## config.mk

```make
export PLATFORM = sky130hd
export DESIGN_NAME = cpu_control
export DESIGN_NICKNAME = d
export VERILOG_FILES = /design/src/hdl/cpu_pkg.sv /design/src/hdl/branch_cond.sv /design/src/hdl/bus_cycle.sv /design/src/hdl/lane_enable.sv /design/src/hdl/datapath_decode.sv /design/src/hdl/control_fsm.sv /design/src/hdl/cpu_control.sv
export SDC_FILE = /design/constraint.sdc
export NUM_CORES = 1
export LEC_CHECK = 0
export BUFFER_PORTS_ARGS = -buffer_cell sky130_fd_sc_hd__clkbuf_2
export CORE_MARGIN = 1.5
export CORE_UTILIZATION = 35
export CTS_BUF_LIST = sky130_fd_sc_hd__clkbuf_4 sky130_fd_sc_hd__clkbuf_8
export CTS_CLUSTER_DIAMETER = 200
export DETAILED_ROUTE_END_ITERATION = 6
export GPL_TIMING_DRIVEN = 0
export PLACE_DENSITY_LB_ADDON = 0.1
export SYNTH_ARGS = -nofsm -noshare
export SYNTH_HDL_FRONTEND = slang
export SYNTH_SLANG_ARGS = --single-unit
export TNS_END_PERCENT = 5
```

## constraint.sdc

```tcl
create_clock -name clk_i -period 2.3 [get_ports clk_i]
set_input_delay 0.345 -clock clk_i [delete_from_list [all_inputs] [get_ports clk_i]]
set_output_delay 0.345 -clock clk_i [all_outputs]
set_load 0.02 [all_outputs]
```

## src/hdl/cpu_pkg.sv

```systemverilog
package cpu_pkg;

	typedef enum logic [3:0] {
		T_INH    = 4'h0,
		T_CMP    = 4'h3,
		T_MOV    = 4'h4,
		T_ALU    = 4'h7,
		T_LDI    = 4'h8,
		T_LOAD   = 4'h9,
		T_STORE  = 4'ha,
		T_BRANCH = 4'hb
	} iclass_t;

	// inherent-class opcodes
	localparam logic [3:0] OP_NOP  = 4'h0;
	localparam logic [3:0] OP_HALT = 4'h4;

	typedef struct packed {
		iclass_t     iclass;
		logic [3:0]  op;
		logic [3:0]  ra;
		logic [3:0]  rb;
		logic [3:0]  rc;
		logic [10:0] spare;
		logic        size;
	} instr_reg_t;

	typedef struct packed {
		iclass_t     iclass;
		logic [3:0]  op;
		logic [3:0]  ra;
		logic [3:0]  rb;
		logic [14:0] uval;
		logic        size;
	} instr_imm_t;

	typedef union packed {
		instr_reg_t r;
		instr_imm_t imm;
	} instr_t;

	typedef enum logic [4:0] {
		S_RESET, S_FETCH, S_FETCH2, S_EVAL,
		S_INH, S_CMP, S_CMP2, S_MOV,
		S_ALU, S_ALU2, S_ALU3, S_ALU4, S_MDR2RA,
		S_LDIU, S_BRANCH,
		S_LOAD, S_LOAD2, S_LOAD3, S_LOADD2, S_LOADD3,
		S_STORE, S_STORE2, S_STORE3, S_STORE4, S_STORE5,
		S_TERM, S_HALT
	} state_t;

	typedef enum logic [2:0] {
		ALU_ADD, ALU_SUB, ALU_AND, ALU_OR,
		ALU_XOR, ALU_LSHIFT, ALU_RSHIFTA, ALU_RSHIFTL
	} alu_func_t;

	typedef enum logic [1:0] {ALU_B, ALU_4, ALU_SVAL} alu_in_t;
	typedef enum logic [1:0] {REG_ALU, REG_B, REG_MDR, REG_UVAL} reg_in_t;
	typedef enum logic [1:0] {MDR_MDR, MDR_DBUS, MDR_ALU, MDR_A} mdr_in_t;
	typedef enum logic [1:0] {MAR_MAR, MAR_ALU} mar_t;
	typedef enum logic [1:0] {PC_PC, PC_NEXT, PC_REL} pc_t;
	typedef enum logic [1:0] {CCR_CCR, CCR_ALU} ccr_sel_t;

	typedef enum logic [1:0] {
		REG_WRITE_NONE = 2'd0,
		REG_WRITE_LO   = 2'd1,
		REG_WRITE_HI   = 2'd2,
		REG_WRITE_DW   = 2'd3
	} reg_write_t;

	typedef logic [3:0] byte_en_t;
	localparam byte_en_t BE_ALL = 4'hf;

	typedef enum logic [1:0] {SZ_WORD, SZ_HALF, SZ_BYTE} access_size_t;

	typedef logic [3:0] reg_addr_t;

endpackage

```

## src/hdl/branch_cond.sv

```systemverilog
module branch_cond (
	input  logic [3:0] op,
	input  logic [2:0] ccr,
	output logic       taken
);
	logic ltu;
	logic lt;
	logic eq;

	assign {ltu, lt, eq} = ccr;

	always_comb
		case (op)
			4'h0:    taken = 1'b1; // bra
			4'h1:    taken = eq;
			4'h2:    taken = ~eq;
			4'h3:    taken = ~(ltu | eq); // bgtu
			4'h4:    taken = ~(lt | eq);
			4'h5:    taken = ~lt;
			4'h6:    taken = lt | eq;
			4'h7:    taken = lt;
			4'h8:    taken = ~ltu; // bgeu
			4'h9:    taken = ltu;
			4'ha:    taken = ltu | eq;
			default: taken = 1'b0; // never
		endcase

endmodule

```

## src/hdl/bus_cycle.sv

```systemverilog
module bus_cycle (
	input  logic clk_i,
	input  logic rst_i,
	input  logic start,
	input  logic write,
	input  logic ack,
	output logic cyc,
	output logic stb,
	output logic we,
	output logic done
);

	// stray ack outside a cycle never counts
	assign done = cyc & ack;

	always_ff @(posedge clk_i or posedge rst_i)
		if (rst_i)
		begin
			cyc <= 1'b0;
			stb <= 1'b0;
			we <= 1'b0;
		end
		else if (start)
		begin
			cyc <= 1'b1;
			stb <= 1'b1;
			we <= write;
		end
		else
		begin
			stb <= 1'b0; // single-cycle strobe
			if (done)
			begin
				cyc <= 1'b0;
				we <= 1'b0;
			end
		end

endmodule

```

## src/hdl/lane_enable.sv

```systemverilog
module lane_enable (
	input  logic                   clk_i,
	input  logic                   rst_i,
	input  logic                   load,
	input  cpu_pkg::access_size_t  size,
	input  logic [1:0]             align,
	output cpu_pkg::byte_en_t      byteenable
);

	always_ff @(posedge clk_i or posedge rst_i)
		if (rst_i)
			byteenable <= cpu_pkg::BE_ALL;
		else if (load)
			case (size)
				cpu_pkg::SZ_HALF:
					byteenable <= align[1] ? 4'b0011 : 4'b1100; // big-endian halves
				cpu_pkg::SZ_BYTE:
					byteenable <= 4'b1000 >> align;
				default:
					byteenable <= cpu_pkg::BE_ALL;
			endcase

endmodule

```

## src/hdl/datapath_decode.sv

```systemverilog
module datapath_decode (
	input  cpu_pkg::state_t      state,
	input  cpu_pkg::instr_t      ir,
	input  logic                 taken,
	input  logic                 ins_done,
	output logic                 ir_write,
	output cpu_pkg::ccr_sel_t    ccrsel,
	output cpu_pkg::alu_func_t   alu_func,
	output cpu_pkg::alu_in_t     alu2sel,
	output cpu_pkg::reg_in_t     regsel,
	output cpu_pkg::reg_addr_t   reg_read_addr1,
	output cpu_pkg::reg_addr_t   reg_read_addr2,
	output cpu_pkg::reg_addr_t   reg_write_addr,
	output cpu_pkg::reg_write_t  reg_write,
	output logic                 a_write,
	output logic                 b_write,
	output cpu_pkg::mdr_in_t     mdrsel,
	output cpu_pkg::mar_t        marsel,
	output cpu_pkg::pc_t         pcsel
);

	always_comb
	begin
		ir_write = 1'b0;
		ccrsel = cpu_pkg::CCR_CCR;
		alu_func = cpu_pkg::ALU_ADD;
		alu2sel = cpu_pkg::ALU_B;
		regsel = cpu_pkg::REG_ALU;
		reg_read_addr1 = ir.r.ra;
		reg_read_addr2 = ir.r.rb;
		reg_write_addr = ir.r.ra;
		reg_write = cpu_pkg::REG_WRITE_NONE;
		a_write = 1'b0;
		b_write = 1'b0;
		mdrsel = cpu_pkg::MDR_MDR;
		marsel = cpu_pkg::MAR_MAR;
		pcsel = cpu_pkg::PC_PC;

		case (state)
			cpu_pkg::S_FETCH:
				ir_write = 1'b1;
			cpu_pkg::S_FETCH2:
			begin
				ir_write = 1'b1; // IR follows the bus until ack
				if (ins_done)
					pcsel = cpu_pkg::PC_NEXT;
			end
			cpu_pkg::S_EVAL:
			begin
				a_write = 1'b1; // A <= rA
				b_write = 1'b1; // B <= rB
			end
			cpu_pkg::S_CMP:
				alu_func = cpu_pkg::ALU_SUB;
			cpu_pkg::S_CMP2:
			begin
				alu_func = cpu_pkg::ALU_SUB; // hold operands for the flags
				ccrsel = cpu_pkg::CCR_ALU;
			end
			cpu_pkg::S_MOV:
			begin
				regsel = cpu_pkg::REG_B;
				reg_write = cpu_pkg::reg_write_t'(ir.r.op[1:0]);
			end
			cpu_pkg::S_ALU:
			begin
				reg_read_addr1 = ir.r.rb;
				reg_read_addr2 = ir.r.rc;
				a_write = 1'b1;
				b_write = 1'b1;
			end
			cpu_pkg::S_ALU2:
				alu_func = cpu_pkg::alu_func_t'(ir.r.op[2:0]);
			cpu_pkg::S_ALU3:
			begin
				alu_func = cpu_pkg::alu_func_t'(ir.r.op[2:0]);
				alu2sel = cpu_pkg::ALU_SVAL;
			end
			cpu_pkg::S_ALU4:
				mdrsel = cpu_pkg::MDR_ALU;
			cpu_pkg::S_MDR2RA:
			begin
				regsel = cpu_pkg::REG_MDR;
				reg_write = cpu_pkg::REG_WRITE_DW;
			end
			cpu_pkg::S_LDIU:
			begin
				regsel = cpu_pkg::REG_UVAL;
				reg_write = cpu_pkg::REG_WRITE_DW;
			end
			cpu_pkg::S_BRANCH:
				if (taken)
					pcsel = cpu_pkg::PC_REL;
			cpu_pkg::S_LOAD,
			cpu_pkg::S_STORE:
			begin
				reg_read_addr1 = ir.r.rb; // base register
				a_write = 1'b1;
			end
			cpu_pkg::S_LOAD2:
				alu2sel = cpu_pkg::ALU_SVAL;
			cpu_pkg::S_STORE2:
			begin
				alu2sel = cpu_pkg::ALU_SVAL;
				a_write = 1'b1; // A <= rA, store data
			end
			cpu_pkg::S_LOAD3:
				marsel = cpu_pkg::MAR_ALU;
			cpu_pkg::S_STORE3:
			begin
				marsel = cpu_pkg::MAR_ALU;
				mdrsel = cpu_pkg::MDR_A;
			end
			cpu_pkg::S_LOADD2,
			cpu_pkg::S_LOADD3:
				mdrsel = cpu_pkg::MDR_DBUS;
			default:
				pcsel = cpu_pkg::PC_PC;
		endcase
	end

endmodule

```

## src/hdl/control_fsm.sv

```systemverilog
module control_fsm (
	input  logic             clk_i,
	input  logic             rst_i,
	input  cpu_pkg::instr_t  ir,
	input  logic             ins_done,
	input  logic             dat_done,
	output cpu_pkg::state_t  state,
	output logic             ins_start,
	output logic             dat_start,
	output logic             dat_write,
	output logic             lane_load,
	output logic             halt
);
	cpu_pkg::state_t state_next;

	always_ff @(posedge clk_i or posedge rst_i)
		if (rst_i)
			state <= cpu_pkg::S_RESET;
		else
			state <= state_next;

	assign ins_start = (state == cpu_pkg::S_FETCH);
	assign dat_start = (state == cpu_pkg::S_LOADD2) || (state == cpu_pkg::S_STORE4);
	assign dat_write = (state == cpu_pkg::S_STORE4);
	assign lane_load = dat_start; // mask lands with cyc
	assign halt = (state == cpu_pkg::S_HALT);

	always_comb
	begin
		state_next = state;
		case (state)
			cpu_pkg::S_RESET:
				state_next = cpu_pkg::S_FETCH;
			cpu_pkg::S_FETCH:
				state_next = cpu_pkg::S_FETCH2;
			cpu_pkg::S_FETCH2:
				if (ins_done)
					state_next = cpu_pkg::S_EVAL;
			cpu_pkg::S_EVAL:
				if (ir.r.size)
					state_next = cpu_pkg::S_HALT; // long form not supported
				else
					case (ir.r.iclass)
						cpu_pkg::T_INH:    state_next = cpu_pkg::S_INH;
						cpu_pkg::T_CMP:    state_next = cpu_pkg::S_CMP;
						cpu_pkg::T_MOV:    state_next = cpu_pkg::S_MOV;
						cpu_pkg::T_ALU:    state_next = cpu_pkg::S_ALU;
						cpu_pkg::T_LDI:    state_next = cpu_pkg::S_LDIU;
						cpu_pkg::T_LOAD:   state_next = cpu_pkg::S_LOAD;
						cpu_pkg::T_STORE:  state_next = cpu_pkg::S_STORE;
						cpu_pkg::T_BRANCH: state_next = cpu_pkg::S_BRANCH;
						default:           state_next = cpu_pkg::S_HALT; // illegal class
					endcase
			cpu_pkg::S_INH:
				case (ir.r.op)
					cpu_pkg::OP_NOP:  state_next = cpu_pkg::S_FETCH;
					cpu_pkg::OP_HALT: state_next = cpu_pkg::S_HALT;
					default:          state_next = cpu_pkg::S_HALT; // illegal op
				endcase
			cpu_pkg::S_CMP:
				state_next = cpu_pkg::S_CMP2;
			cpu_pkg::S_ALU:
				state_next = ir.r.op[3] ? cpu_pkg::S_ALU3 : cpu_pkg::S_ALU2;
			cpu_pkg::S_ALU2,
			cpu_pkg::S_ALU3:
				state_next = cpu_pkg::S_ALU4;
			cpu_pkg::S_ALU4:
				state_next = cpu_pkg::S_MDR2RA;
			cpu_pkg::S_LOAD:
				state_next = cpu_pkg::S_LOAD2;
			cpu_pkg::S_LOAD2:
				state_next = cpu_pkg::S_LOAD3;
			cpu_pkg::S_LOAD3:
				state_next = cpu_pkg::S_LOADD2;
			cpu_pkg::S_LOADD2:
				state_next = cpu_pkg::S_LOADD3;
			cpu_pkg::S_LOADD3:
				if (dat_done)
					state_next = cpu_pkg::S_MDR2RA;
			cpu_pkg::S_STORE:
				state_next = cpu_pkg::S_STORE2;
			cpu_pkg::S_STORE2:
				state_next = cpu_pkg::S_STORE3;
			cpu_pkg::S_STORE3:
				state_next = cpu_pkg::S_STORE4;
			cpu_pkg::S_STORE4:
				state_next = cpu_pkg::S_STORE5;
			cpu_pkg::S_STORE5:
				if (dat_done)
					state_next = cpu_pkg::S_TERM;
			cpu_pkg::S_CMP2,
			cpu_pkg::S_MOV,
			cpu_pkg::S_MDR2RA,
			cpu_pkg::S_LDIU,
			cpu_pkg::S_BRANCH,
			cpu_pkg::S_TERM:
				state_next = cpu_pkg::S_FETCH;
			cpu_pkg::S_HALT:
				state_next = cpu_pkg::S_HALT; // only reset leaves
			default:
				state_next = cpu_pkg::S_HALT;
		endcase
	end

endmodule

```

## src/hdl/cpu_control.sv

```systemverilog
module cpu_control (
	input  logic                  clk_i,
	input  logic                  rst_i,
	input  cpu_pkg::instr_t       ir,
	input  logic [2:0]            ccr,
	input  logic                  insbus_ack,
	input  logic                  datbus_ack,
	input  logic [1:0]            datbus_align,
	output logic                  ir_write,
	output cpu_pkg::ccr_sel_t     ccrsel,
	output cpu_pkg::alu_func_t    alu_func,
	output cpu_pkg::alu_in_t      alu2sel,
	output cpu_pkg::reg_in_t      regsel,
	output cpu_pkg::reg_addr_t    reg_read_addr1,
	output cpu_pkg::reg_addr_t    reg_read_addr2,
	output cpu_pkg::reg_addr_t    reg_write_addr,
	output cpu_pkg::reg_write_t   reg_write,
	output logic                  a_write,
	output logic                  b_write,
	output cpu_pkg::mdr_in_t      mdrsel,
	output cpu_pkg::mar_t         marsel,
	output cpu_pkg::pc_t          pcsel,
	output logic                  insbus_cyc,
	output logic                  insbus_stb,
	output logic                  datbus_cyc,
	output logic                  datbus_stb,
	output logic                  datbus_write,
	output cpu_pkg::byte_en_t     byteenable,
	output logic                  halt
);
	cpu_pkg::state_t state;
	logic ins_start, ins_done;
	logic dat_start, dat_done, dat_write;
	logic lane_load;
	logic taken;

	control_fsm u_control_fsm (
		.clk_i     (clk_i),
		.rst_i     (rst_i),
		.ir        (ir),
		.ins_done  (ins_done),
		.dat_done  (dat_done),
		.state     (state),
		.ins_start (ins_start),
		.dat_start (dat_start),
		.dat_write (dat_write),
		.lane_load (lane_load),
		.halt      (halt)
	);

	datapath_decode u_datapath_decode (
		.state          (state),
		.ir             (ir),
		.taken          (taken),
		.ins_done       (ins_done),
		.ir_write       (ir_write),
		.ccrsel         (ccrsel),
		.alu_func       (alu_func),
		.alu2sel        (alu2sel),
		.regsel         (regsel),
		.reg_read_addr1 (reg_read_addr1),
		.reg_read_addr2 (reg_read_addr2),
		.reg_write_addr (reg_write_addr),
		.reg_write      (reg_write),
		.a_write        (a_write),
		.b_write        (b_write),
		.mdrsel         (mdrsel),
		.marsel         (marsel),
		.pcsel          (pcsel)
	);

	branch_cond u_branch_cond (
		.op    (ir.r.op),
		.ccr   (ccr),
		.taken (taken)
	);

	lane_enable u_lane_enable (
		.clk_i      (clk_i),
		.rst_i      (rst_i),
		.load       (lane_load),
		.size       (cpu_pkg::access_size_t'(ir.imm.op[1:0])),
		.align      (datbus_align),
		.byteenable (byteenable)
	);

	bus_cycle u_ins_bus (
		.clk_i (clk_i),
		.rst_i (rst_i),
		.start (ins_start),
		.write (1'b0), // fetch only reads
		.ack   (insbus_ack),
		.cyc   (insbus_cyc),
		.stb   (insbus_stb),
		.we    (),
		.done  (ins_done)
	);

	bus_cycle u_dat_bus (
		.clk_i (clk_i),
		.rst_i (rst_i),
		.start (dat_start),
		.write (dat_write),
		.ack   (datbus_ack),
		.cyc   (datbus_cyc),
		.stb   (datbus_stb),
		.we    (datbus_write),
		.done  (dat_done)
	);

endmodule

```

==> results.md, run 1 <==
- The start-to-end type of the worst setup path is register to primary output.
- The worst hold margin is 0.1096 ns.
- After detailed routing, the number of vias per cell comes to 5.287.
- The clock reaches the later pin of the worst-skew pair after 0.24 ns.
- The library cell used most frequently in the layout, excluding fill and tap cells, is sky130_fd_sc_hd__clkbuf_2.
- The synthesized area per cell is 7.395 sq um.
- The final reports fail on design-rule violations.
- The total power draw is 0.5945 mW.
- The endpoint identified for the worst register-to-register timing path is u_control_fsm.state[3].
- Setup repair after global routing could not meet its margin everywhere.
- The sort of element at the end of the critical path is a primary output.
- The worst register-to-register path has a depth of 6.
- The maximum clock frequency is ~450 MHz.
- TritonCTS created 3 clock buffers.
- The CTS tree is built.
- The highest cell delay on the worst timing path is 0.41 ns.
- The tool flagged a number of max-cap violations equal to 0.
- The die covers 5132 sq um.
- The flow ran to the end, but the final reports show violations.
- After synthesis, the cell types taking the most area are sky130_fd_sc_hd__dfrtp_1, sky130_fd_sc_hd__dfstp_2, sky130_fd_sc_hd__ha_1.
- The pin count of the biggest net entering global routing is 15.
- The global-route wire length before repair is 7.403 mm.
- The type of element launching the critical path is a register.
- After legalization and detailed placement, the total HPWL measured 3.749 mm.
- The worst register-to-register path begins at u_control_fsm.state[0].
- The area growth from synthesis to layout is 31.34%.
- The deepest level of the CTS H-tree is 1.
- The number of setup violations in the final report is 0.
- Global routing finished with a remaining overflow of 0.
- The slowest cell on the critical path is sky130_fd_sc_hd__dfrtp_1.
- The core footprint is 4444 sq um.
- Counting distinct cell types in the post-synthesis netlist gives 53.
- Counting I/O delays and the setup requirement, the final critical path takes 2.207 ns.
- The headroom to the max-slew limit is 0.6583.
- The ratio of cells with drive above 1 in the final layout is 0.3851.
- The count of endpoints failing hold in the final timing report is 0.
- Of all nets on the critical path, the largest fanout is 10.
- The initial core utilization is 0.3711.
- The number of warnings reported in the yosys synthesis log is 0.
- The area fraction of the dominant cell type after synthesis is 0.1517.
- Leaving out fill and tap cells, the most frequent cells in the layout are sky130_fd_sc_hd__clkbuf_2, sky130_fd_sc_hd__nand2_1, sky130_fd_sc_hd__nor2_1.
- The peak ir drop on the vdd network is 196.0 uV.
- Across every metal layer, demand over resource in global routing totals 0.1758.
- 0 antenna diodes ended up in the layout.
- The final route contains around 1800 vias.
- The final number of max-transition violations was 0.
- The cell chosen for the clock root is sky130_fd_sc_hd__clkbuf_8.
- The clock-pin slew on the worst setup and hold paths is 0.05 ns.
- The flop-to-flop setup slack is 0.63 ns.
- After synthesis the cells add up to between 1500 and 2000 sq um.
- The first routing iteration left 76 violations.
- The signal on the critical path passes through clkbuf_4 > nand2_2 > o21ai_1 > a21o_1 > mux2_1 > clkbuf_2.
- The final clock skew is 0.0004458 ns.
- The maximum clock path buffer count is 2.
- The number of DRC violations after detailed routing is 1.
- The die span in x is 71.64 um.
- The number of input and output port buffers inserted is 67.
- The number of nets with antenna violations after routing is 0.
- The first-pass iteration count of the detailed router is 7.
- In this run, post-CTS hold repair placed 0 buffers.
- The transition time at the pin with the least slew margin is 0.5120 ns.
- The analysis attributes to cell leakage a power of 1.052 nW.
- In the final routed layout, each cell accounts on average for roughly 13 um.
- The number of placement rows is 24.
- At the end of routability-driven placement, the weighted congestion stood at roughly 0.9.
- The biggest area contributor in the post-synthesis netlist is sky130_fd_sc_hd__dfrtp_1.
- The count of boundary I/O pins is 83.
- STA puts the critical path data arrival time at 1.86 ns.
- Counting every sink on the clock net gives 14.
- The power per cell area is 274.5 nW/um^2.
- The floorplan step set the die height to 71.64 um.
- The final core utilization is 0.4873.
- Yosys mapped a number of flops with a built-in enable equal to 0.
- Of all flip-flops after synthesis, the portion carrying an async set or reset was 1.000.
- The number of instances in the synthesized netlist is 223.
- The critical path data required time is 1.96 ns.
- The predominant post-synthesis flop cell is sky130_fd_sc_hd__dfrtp_1.
- The net count of the finished layout is 346.
- The share of the yosys chip area belonging to registers is 0.2155.
- The initial antenna violation count is 0.
- Synthesis inferred 14 register bits.
- The wire length reported by the detailed router is 4.682 mm.
- In the finished design, the share of the clock period the worst path needs comes to 0.9596.
- The type of the worst min-delay path is input port to async pin.
- The number of global-route vias before repair is 1666.
==> registers in the layout, summed over array words and instances, names as in the netlist <==
register                  flops
u_control_fsm.state           5
u_lane_enable.byteenable      4
u_dat_bus.cyc                 1
u_dat_bus.stb                 1
u_dat_bus.we                  1
u_ins_bus.cyc                 1
u_ins_bus.stb                 1
==> power by group <==
group | switching [mW] | internal [mW]
clock | 0.0776 | 0.134
combinational | 0.0754 | 0.0607
sequential | 0.000000000000000104 | 0.247
==> Yosys cell counts (all sizes together), types with 2 or more instances <==
cell type  number
nand2          26
nor2           23
buf            18
a21oi          14
o21ai          13
inv            12
dfrtp          10
mux2            9
nand2b          9
nor3            9
ha              8
o22ai           7
nor2b           6
o21a            5
a31oi           4
dfstp           4
a22oi           3
nand3           3
nor3b           3
o31ai           3
a2111oi         2
a21boi          2
a21o            2
and2            2
and2b           2
clkbuf          2
mux2i           2
nor4            2
o211ai          2
==> logic make-up after synthesis <==
family | count (synthesis) | share of synthesized area
muxes | 11 | 0.07359
adders and majority gates | 8 | 0.06070
DFF | 14 | 0.2155
buffers and inverters | 32 | 0.1017
xor gates and xnor gates | 2 | 0.01062
AOI/OAI and AO/OA | 64 | 0.2580
other | 1 | 0.002274
and+or+nand+nor | 91 | 0.2777
==> area by class of cell <==
class / count / area (sq um)
fill: 482 / 2278
multi-input combinational: 179 / 1189
sequential: 14 / 355.3
timing repair buffer: 67 / 335.3
buffer: 20 / 127.6
tap: 52 / 65.06
clock buffer: 4 / 48.80
inverter: 12 / 45.04
==> timing repair <==
item / in CTS / in global routing
pin swaps: 0 / 3
buffers inserted: 0 / 0
resized for setup: 1 / 16
setup endpoints to repair: 4 / 7
==> metal layers <==
layer	GRT usage	up-vias	wire, um	share of wire
met1	0.2341	816	2076	0.44
li1	-	931	-	-
met5	0	-	0	0
met2	0.3066	89	2195	0.47
met3	0.03657	4	380	0.081
met4	0.01258	0	29	0.0062
==> critical path: cells and delay by family (launching register included) <==
kind	cells	cell delay, ns
mux	1	0.35
buf+inv	2	0.38
compound gates	2	0.37
simple gates	1	0.11
flops	1	0.41
==> metrics by stage <==
stage               setup TNS [ns]  cell area (sq um)  instances  setup WS, ns
CTS                              0               2110        348       0.04614
detailed placement               0               2058        344       0.07662
global placement                 0               2058        344       0.09394
finish                           0               2166        348       0.09288
floorplan                        0               1658        225       0.09967
global route              -0.01691               2166        348      -0.01327
==> how the worst max path moves through the flow <==
| stage | startpoint | endpoint | cells after the start |
|---|---|---|---|
| finish | u_control_fsm.state[3] | reg_read_addr1[1] | 6 |
| global route | u_control_fsm.state[2] | reg_read_addr1[2] | 6 |
| CTS | u_control_fsm.state[2] | reg_read_addr1[1] | 6 |
| detailed placement | ir[25] | pcsel[1] | 9 |
| global placement | ir[25] | pcsel[1] | 9 |
| floorplan | ir[25] | pcsel[1] | 7 |
No activity file was read; power rests on OpenSTA's default activity.
==> inputs of run 2 (changes only) <==
--- a/config.mk
+++ b/config.mk
@@ -15,5 +15,6 @@
 export PLACE_DENSITY_LB_ADDON = 0.1
 export SYNTH_ARGS = -nofsm -noshare
 export SYNTH_HDL_FRONTEND = slang
+export SYNTH_HIERARCHICAL = 1
 export SYNTH_SLANG_ARGS = --single-unit
 export TNS_END_PERCENT = 5
==> run 2 against run 1 <==
  * The run now ends clean
  * Clock skew up 0.0068 ns
  * Via count is 12% higher
  * Critical endpoint is now reg_read_addr2[2]
  * Largest cell class unchanged
  * Total power rose to 4.5 times the previous value
  * Design area grew 10%
==> results.md, run 2 <==
- The wire length reported by the detailed router is 5.113 mm (+9.2%).
- The number of flip-flops in the largest register is 5 (unchanged).
- The number of input and output port buffers inserted is 67 (unchanged).
- The largest fanout of any net on the critical path is 15 (+5).
- The cell chosen for the clock root is sky130_fd_sc_hd__clkbuf_8.
- The peak ir drop on the vdd network is 501.4 uV (+160%).
- The ratio of cells with drive above 1 in the final layout is 0.3426 (-0.04254).
- The number of nets with antenna violations after routing was 0 (unchanged).
- The floorplan die area is 5848 sq um (+14%).
- The register bank with the most flops is u_control_fsm/state.
- The headroom to the max-slew limit is 0.5674 (-0.09087).
- The minimum period implied by the final worst setup slack is 2.195 ns (-0.01197 ns).
- The violation count after the first detailed-routing iteration came to 79 (+3.9%).
- The post-CTS setup-driven buffer insertion count is 0 (unchanged).
- In this run the worst setup path begins at u_control_fsm/state[3].
- The global-route total usage across every layer is 0.1784 (+0.002611).
- The first-pass iteration count of the detailed router is 4 (-3).
- The final core utilization is 0.4652 (-0.02214).
- The cell area after technology mapping was 1889 sq um (+15%).
- The clock insertion delay at the later pin of the skew report is 0.24 ns (about the same).
- The maximum clock path buffer count is 2 (unchanged).
- The count of nets after finishing came to 372 (+7.5%).
- The number of cells on the worst hold path is 3.
- The transition time at the pin with the least slew margin came to 0.6465 ns (+0.1345 ns).
- The most common cell after layout, fill and taps aside is sky130_fd_sc_hd__clkbuf_2.
- The path class of the tightest hold or removal check is input port to register.
- Setup repair after global routing could not meet its margin everywhere.
- The worst setup path is launched from a register.
- The synthesized area per cell is 7.527 sq um (+1.8%).
- The number of placement rows is 26 (+8.3%).
- The number of instances in the synthesized netlist is 251 (+13%).
- The total congestion overflow after global routing was 0 (unchanged).
- In this run the critical register-to-register path is launched from u_control_fsm/state[4].
- The die boundary height is 76.47 um (+6.7%).
- The number of setup violations in the final report is 0 (unchanged).
- The flop-to-flop setup slack is 0.23 ns (-0.40 ns).
- The count of boundary I/O pins was 83 (unchanged).
- The final design instance area without fill is 2391 sq um (+10%).
- The critical path data required time is 1.96 ns (about the same).
- The length in cells of the worst reg-to-reg path is 6 (unchanged).
- The number of CTS-inserted buffers is 3 (unchanged).
- The number of filler cells placed in the layout is 572 (+19%).
- The leakage power came to 1.163 nW (+11%).
- The data arrival time of the critical path is 1.85 ns (about the same).
- The part of the cycle the worst path needs was 0.9544 (-0.005202).
- The area growth from synthesis to layout is 26.56%.
- The maximum clock frequency was 455.5 MHz (+0.55%).
- The worst setup path is captured at a primary output.
- The deepest level of the CTS H-tree is 1 (unchanged).
- The CTS tree is built.
- The count of endpoints failing hold in the final timing report is 0 (unchanged).
- The detailed placement HPWL came to 3.976 mm (+6.0%).
- The global-route wire length before repair is 8.894 mm (+20%).
- The placed cell area came to 2320 sq um (+13%).
- The initial antenna violation count was 0 (unchanged).
- The number of global-route vias before repair came to 1881 (+13%).
- The initial core utilization is 0.3676 (-0.003483).
- The routed via count divided by cell count is 5.208 (-1.5%).
- The routability-driven placement congestion ratio is 0.8934 (+1.3%).
- The worst hold margin came to 0.3630 ns (+0.2534 ns).
- The final clock skew came to 0.007266 ns (+0.006820 ns).
- The worst hold path terminates at u_lane_enable/byteenable[2].
- The count of maximum capacitance violations is 0 (unchanged).
- The worst hold path startpoint is datbus_align[0].
- The destination of the worst register-to-register timing path is u_lane_enable/byteenable[0].
- The flow ran to the end, and the final reports show no timing, DRC or antenna violations.
- The power per cell area is 1107 nW/um^2 (+300%).
- The largest registers in the layout are u_control_fsm/state x5, u_lane_enable/byteenable x4.
- The number of warnings reported in the yosys synthesis log came to 6 (+6).
- In the layout the commonest cells are sky130_fd_sc_hd__clkbuf_2, sky130_fd_sc_hd__nor2_1, sky130_fd_sc_hd__inv_1, sky130_fd_sc_hd__nand2_1, sky130_fd_sc_hd__o21ai_0.
- The final number of max-transition violations is 0 (unchanged).
- The pin count of the biggest net entering global routing came to 16 (+1).
- The critical path is of the register to primary output type.
- The number of antenna diodes was 0 (unchanged).
- The number of vias in the routed layout is 2052 (+12%).
- The core footprint is 5140 sq um (+16%).
- The clock-pin slew on the worst setup and hold paths is 0.06 ns (about the same).
- The die span in x was 76.47 um (+6.7%).
- The number of sinks on the clock net was 14 (unchanged).
- The routed length per instance was 12.98 um (-3.5%).
- The number of DRC violations after detailed routing is 0 (-1).
==> run 2: worst max path at each step <==
| stage | slack, ns | end |
|---|---|---|
| 4_1_cts | 0.02 | u_lane_enable/byteenable[0] |
| 2_1_floorplan | 0.42 | u_lane_enable/byteenable[0] |
| 3_3_place_gp | -0.04 | u_lane_enable/byteenable[0] |
| 3_5_place_dp | -0.07 | u_lane_enable/byteenable[0] |
| 6_report | 0.10 | reg_read_addr2[2] |
| 5_1_grt | -0.02 | reg_read_addr2[0] |
==> run 2: critical path, stage by stage, from the launching register on <==
cell                       delay [ns]
sky130_fd_sc_hd__dfrtp_2         0.51
sky130_fd_sc_hd__nor3b_4         0.50
sky130_fd_sc_hd__nand2_4         0.13
sky130_fd_sc_hd__mux2_4          0.32
sky130_fd_sc_hd__clkbuf_2        0.15
==> run 2: area by class of cell <==
cell class / instances / area [sq um] / area share
Multi-Input combinational cell: 200 / 1360 / 0.5688
Sequential cell: 14 / 357.8 / 0.1497
Timing Repair Buffer: 68 / 345.3 / 0.1444
Buffer: 22 / 125.1 / 0.05233
Tap cell: 70 / 87.58 / 0.03663
Inverter: 16 / 60.06 / 0.02512
Clock buffer: 4 / 55.05 / 0.02302
==> run 2: metal layers <==
metal / wire [um] / GRT usage / vias up
met3: 316 / 0.02515 / 2
met2: 2331 / 0.2911 / 69
met4: 19 / 0.02593 / 0
li1: - / - / 1049
met5: 0 / 0 / -
met1: 2445 / 0.2534 / 932
==> run 2: stage by stage <==
stage | power, mW | setup TNS (ns) | instances | setup slack (ns)
after floorplan | 1.896 | 0 | 253 | 0.4191
after global placement | 2.405 | -0.1223 | 390 | -0.03909
after detailed placement | 2.395 | -0.2857 | 390 | -0.07480
after CTS | 2.640 | 0 | 395 | 0.02064
after global routing | 2.894 | -0.05873 | 394 | -0.01869
final | 2.647 | 0 | 394 | 0.1048
==> run 2: power by group <==
| part | leakage, nW | internal [mW] | total (mW) | switching [mW] |
|---|---|---|---|---|
| clock | 0.0288 | 0.151 | 0.232 | 0.0809 |
| sequential | 0.168 | 0.366 | 0.500 | 0.134 |
| combinational | 0.966 | 0.754 | 1.91 | 1.16 |
==> run 2: what timing repair did <==
item,4_1_cts,5_1_grt
setup endpoints to repair,8,10
cloned,0,0
hold buffers,1,0
gates resized for setup,2,8
endpoints found under the hold margin,5,0
==> inputs of run 3 (changes only) <==
--- a/config.mk
+++ b/config.mk
@@ -5,6 +5,7 @@
 export SDC_FILE = /design/constraint.sdc
 export NUM_CORES = 1
 export LEC_CHECK = 0
+export ABC_AREA = 1
 export BUFFER_PORTS_ARGS = -buffer_cell sky130_fd_sc_hd__clkbuf_2
 export CORE_MARGIN = 1.5
 export CORE_UTILIZATION = 35
@@ -13,6 +14,7 @@
 export DETAILED_ROUTE_END_ITERATION = 6
 export GPL_TIMING_DRIVEN = 0
 export PLACE_DENSITY_LB_ADDON = 0.1
+export SETUP_SLACK_MARGIN = 0.5
 export SYNTH_ARGS = -nofsm -noshare
 export SYNTH_HDL_FRONTEND = slang
 export SYNTH_HIERARCHICAL = 1
==> run 3 against run 2 <==
  * Non-clock buffer count is 8 higher
  * Total power grew 15%
  * Sequential power up 0.8%
  * Global-route usage shrank 0.89 points
  * Critical endpoint is now reg_read_addr2[3]
  * Flip-flop and latch count is the same
  * Die area grew 4.9%
  * Worst hold slack lost 0.063 ns
  * Combinational power up 20%
  * Register-to-register slack improved by 0.34 ns
  * Largest cell class unchanged
==> results.md, run 3 <==
- The deepest level of the CTS H-tree was 1 (unchanged).
- Setup repair after global routing could not meet its margin everywhere.
- The global-route wire length before repair is 8.625 mm (-3.0%).
- The highest cell delay on the worst timing path is 0.48 ns (-0.03 ns).
- The violation count after the first detailed-routing iteration is 90 (+14%).
- The flop-to-flop setup slack came to 0.57 ns (+0.34 ns).
- The area growth from synthesis to layout is 41.21%.
- The register bank with the most flops is u_control_fsm/state.
- The power per cell area is 1085 nW/um^2 (-2.0%).
- The number of nets with antenna violations after routing came to 0 (unchanged).
- The peak ir drop on the vdd network is 680.1 uV (+36%).
- The number of instances in the synthesized netlist is 356 (+42%).
- The placed cell area was 2430 sq um (+4.7%).
- The CTS tree is built.
- The type of element launching the critical path is a register.
- The most common cell after layout, fill and taps aside is sky130_fd_sc_hd__nand2_1.
- The library cells used most frequently in the layout, excluding fill and tap cells, are sky130_fd_sc_hd__nand2_1, sky130_fd_sc_hd__clkbuf_2, sky130_fd_sc_hd__nor2_1.
- The number of placement rows is 27 (+3.8%).
- The data arrival time of the critical path was 1.48 ns (-0.37 ns).
- The number of input and output port buffers inserted was 68 (+1.5%).
- The worst hold path startpoint is datbus_ack.
- The cell area after technology mapping is 1986 sq um (+5.1%).
- The number of vias in the routed layout came to 2375 (+16%).
- The total congestion overflow after global routing is 0 (unchanged).
- The wire length reported by the detailed router is 5.547 mm (+8.5%).
- The worst setup path is captured at a primary output.
- The global-route total usage across every layer was 0.1695 (-0.008899).
- The number of warnings reported in the yosys synthesis log is 6 (unchanged).
- The final clock skew is 0.002536 ns (-0.004731 ns).
- For this design, the slowest cell found on the critical path is sky130_fd_sc_hd__dfrtp_2.
- The critical path data required time is 1.96 ns (about the same).
- The number of DRC violations after detailed routing is 0 (unchanged).
- The number of cells on the worst hold path came to 2 (-1).
- The leakage power is 1.685 nW (+45%).
- The startpoint identified for the worst register-to-register timing path is u_control_fsm/state[1].
- The length in cells of the worst reg-to-reg path is 12 (+6).
- The start-to-end type of the worst setup path is register to primary output.
- The number of CTS-inserted buffers is 3 (unchanged).
- The detailed placement HPWL is 4.277 mm (+7.6%).
- The final number of max-transition violations is 0 (unchanged).
- The initial antenna violation count came to 0 (unchanged).
- The accumulated negative setup slack is 0 ns (unchanged).
- The number of flip-flops in the largest register is 5 (unchanged).
- The total power draw was 3.042 mW (+15%).
- The post-placement worst setup slack was 0.1689 ns (+0.2437 ns).
- The worst hold margin is 0.3002 ns (-0.06278 ns).
- The first-pass iteration count of the detailed router is 4 (unchanged).
- The initial core utilization is 0.3606 (-0.006976).
- The routability-driven placement congestion ratio came to 0.9069 (+1.5%).
- The count of nets after finishing is 496 (+33%).
- The largest registers in the layout are u_control_fsm/state x5, u_lane_enable/byteenable x4.
- The destination of the worst register-to-register timing path is u_lane_enable/byteenable[1].
- The part of the cycle the worst path needs is 0.7955 (-0.1589).
- The path with the worst hold slack has its endpoint at u_dat_bus/cyc.
- The final design instance area without fill is 2804 sq um (+17%).
- The minimum period implied by the final worst setup slack is 1.830 ns (-0.3654 ns).
- The count of endpoints failing hold in the final timing report came to 0 (unchanged).
- Walking the worst path, the cells encountered are nor2_4 > nand3_4 > buf_8 > clkinv_4 > nand2_1 > nand2_1 > buf_2.
- The floorplan die area is 6134 sq um (+4.9%).
- The pin count of the biggest net entering global routing was 11 (-5).
- The maximum clock path buffer count came to 2 (unchanged).
- The core footprint is 5507 sq um (+7.1%).
- The clock-pin slew on the worst setup and hold paths was 0.06 ns (about the same).
- The die span in x is 78.32 um (+2.4%).
- The clock insertion delay at the later pin of the skew report was 0.24 ns (about the same).
- The ratio of cells with drive above 1 in the final layout is 0.3683 (+0.02571).
- The largest fanout of any net on the critical path was 6 (-9).
- The combined buffer and inverter count along the critical path came to 3 (+2).
- The cell chosen for the clock root is sky130_fd_sc_hd__clkbuf_8.
- The routed length per instance was 10.67 um (-18%).
- The cell family with the largest share of critical-path delay is flip-flops.
- The number of setup violations in the final report was 0 (unchanged).
- The count of boundary I/O pins is 83 (unchanged).
- The flow ran to the end, and the final reports show no timing, DRC or antenna violations.
- The number of antenna diodes was 0 (unchanged).
- The synthesized area per cell came to 5.578 sq um (-26%).
- The final worst setup slack is 0.4703 ns (+0.3654 ns).
- The count of maximum capacitance violations came to 0 (unchanged).
- The routed via count divided by cell count is 4.567 (-12%).
- Among the stages of the critical path, the cell type that occurs most often is sky130_fd_sc_hd__nand2_1.
- The number of global-route vias before repair is 2022 (+7.5%).
- The path class of the tightest hold or removal check is input port to register.
- The die boundary height is 78.32 um (+2.4%).
- The number of sinks on the clock net is 14 (unchanged).
- The number of filler cells placed in the layout is 565 (-1.2%).
- The maximum clock frequency came to 546.5 MHz (+20%).
run 3: repair_timing:
action                                  4_1_cts  5_1_grt
gates resized for setup                      22       39
hold endpoints to repair                      5        0
pin swaps                                     5        8
setup buffers                                 7        9
hold buffers                                  1        0
cloned                                        0        1
endpoints found under the setup margin       30       29
run 3: worst register-to-register path: stages, from the launching register on:
cell,delay [ns]
sky130_fd_sc_hd__dfrtp_2,0.44
sky130_fd_sc_hd__buf_4,0.17
sky130_fd_sc_hd__buf_4,0.12
sky130_fd_sc_hd__nand2_1,0.11
sky130_fd_sc_hd__inv_2,0.11
sky130_fd_sc_hd__nand2_2,0.10
sky130_fd_sc_hd__o21ai_4,0.10
sky130_fd_sc_hd__buf_6,0.15
sky130_fd_sc_hd__inv_2,0.04
sky130_fd_sc_hd__nor2_4,0.08
sky130_fd_sc_hd__nand2_2,0.06
sky130_fd_sc_hd__nor2_1,0.12
sky130_fd_sc_hd__nor2_1,0.06
run 3: worst max-delay path by stage:
stage	to	cells after the start	slack, ns	from
6_report	reg_read_addr2[3]	7	0.47	u_control_fsm/state[0]
5_1_grt	alu_func[2]	7	0.40	u_control_fsm/state[4]
4_1_cts	a_write	8	0.46	u_control_fsm/state[3]
3_5_place_dp	u_lane_enable/byteenable[1]	9	0.17	u_control_fsm/state[2]
3_3_place_gp	u_lane_enable/byteenable[1]	9	0.15	u_control_fsm/state[2]
2_1_floorplan	u_lane_enable/byteenable[0]	9	0.63	u_control_fsm/state[2]
run 3: where the power goes:
group	internal [mW]	total, mW	switching [mW]
Clock	0.152	0.244	0.0928
Combinational	0.863	2.29	1.43
Sequential	0.384	0.504	0.121
run 3: final cells by class:
type	count	area, sq um	area share
Tap cell	72	90.09	0.03213
Sequential cell	14	360.3	0.1285
Inverter	65	249.0	0.08880
Multi-Input combinational cell	267	1389	0.4953
Clock buffer	4	55.05	0.01963
Timing Repair Buffer	86	555.5	0.1981
Buffer	12	105.1	0.03748
run 3: routing by layer:
layer,track usage,share of wire,up-vias
met5,0,0,-
met4,0.04464,0.012,0
li1,-,-,1269
met3,0.02093,0.063,8
met1,0.2198,0.46,1011
met2,0.2957,0.47,87
run 3: stage by stage:
stage               cells  utilization
floorplan             358            -
global placement      498       0.4413
detailed placement    498       0.4413
CTS                   510       0.4760
global route          520       0.5092
finish                520       0.5092
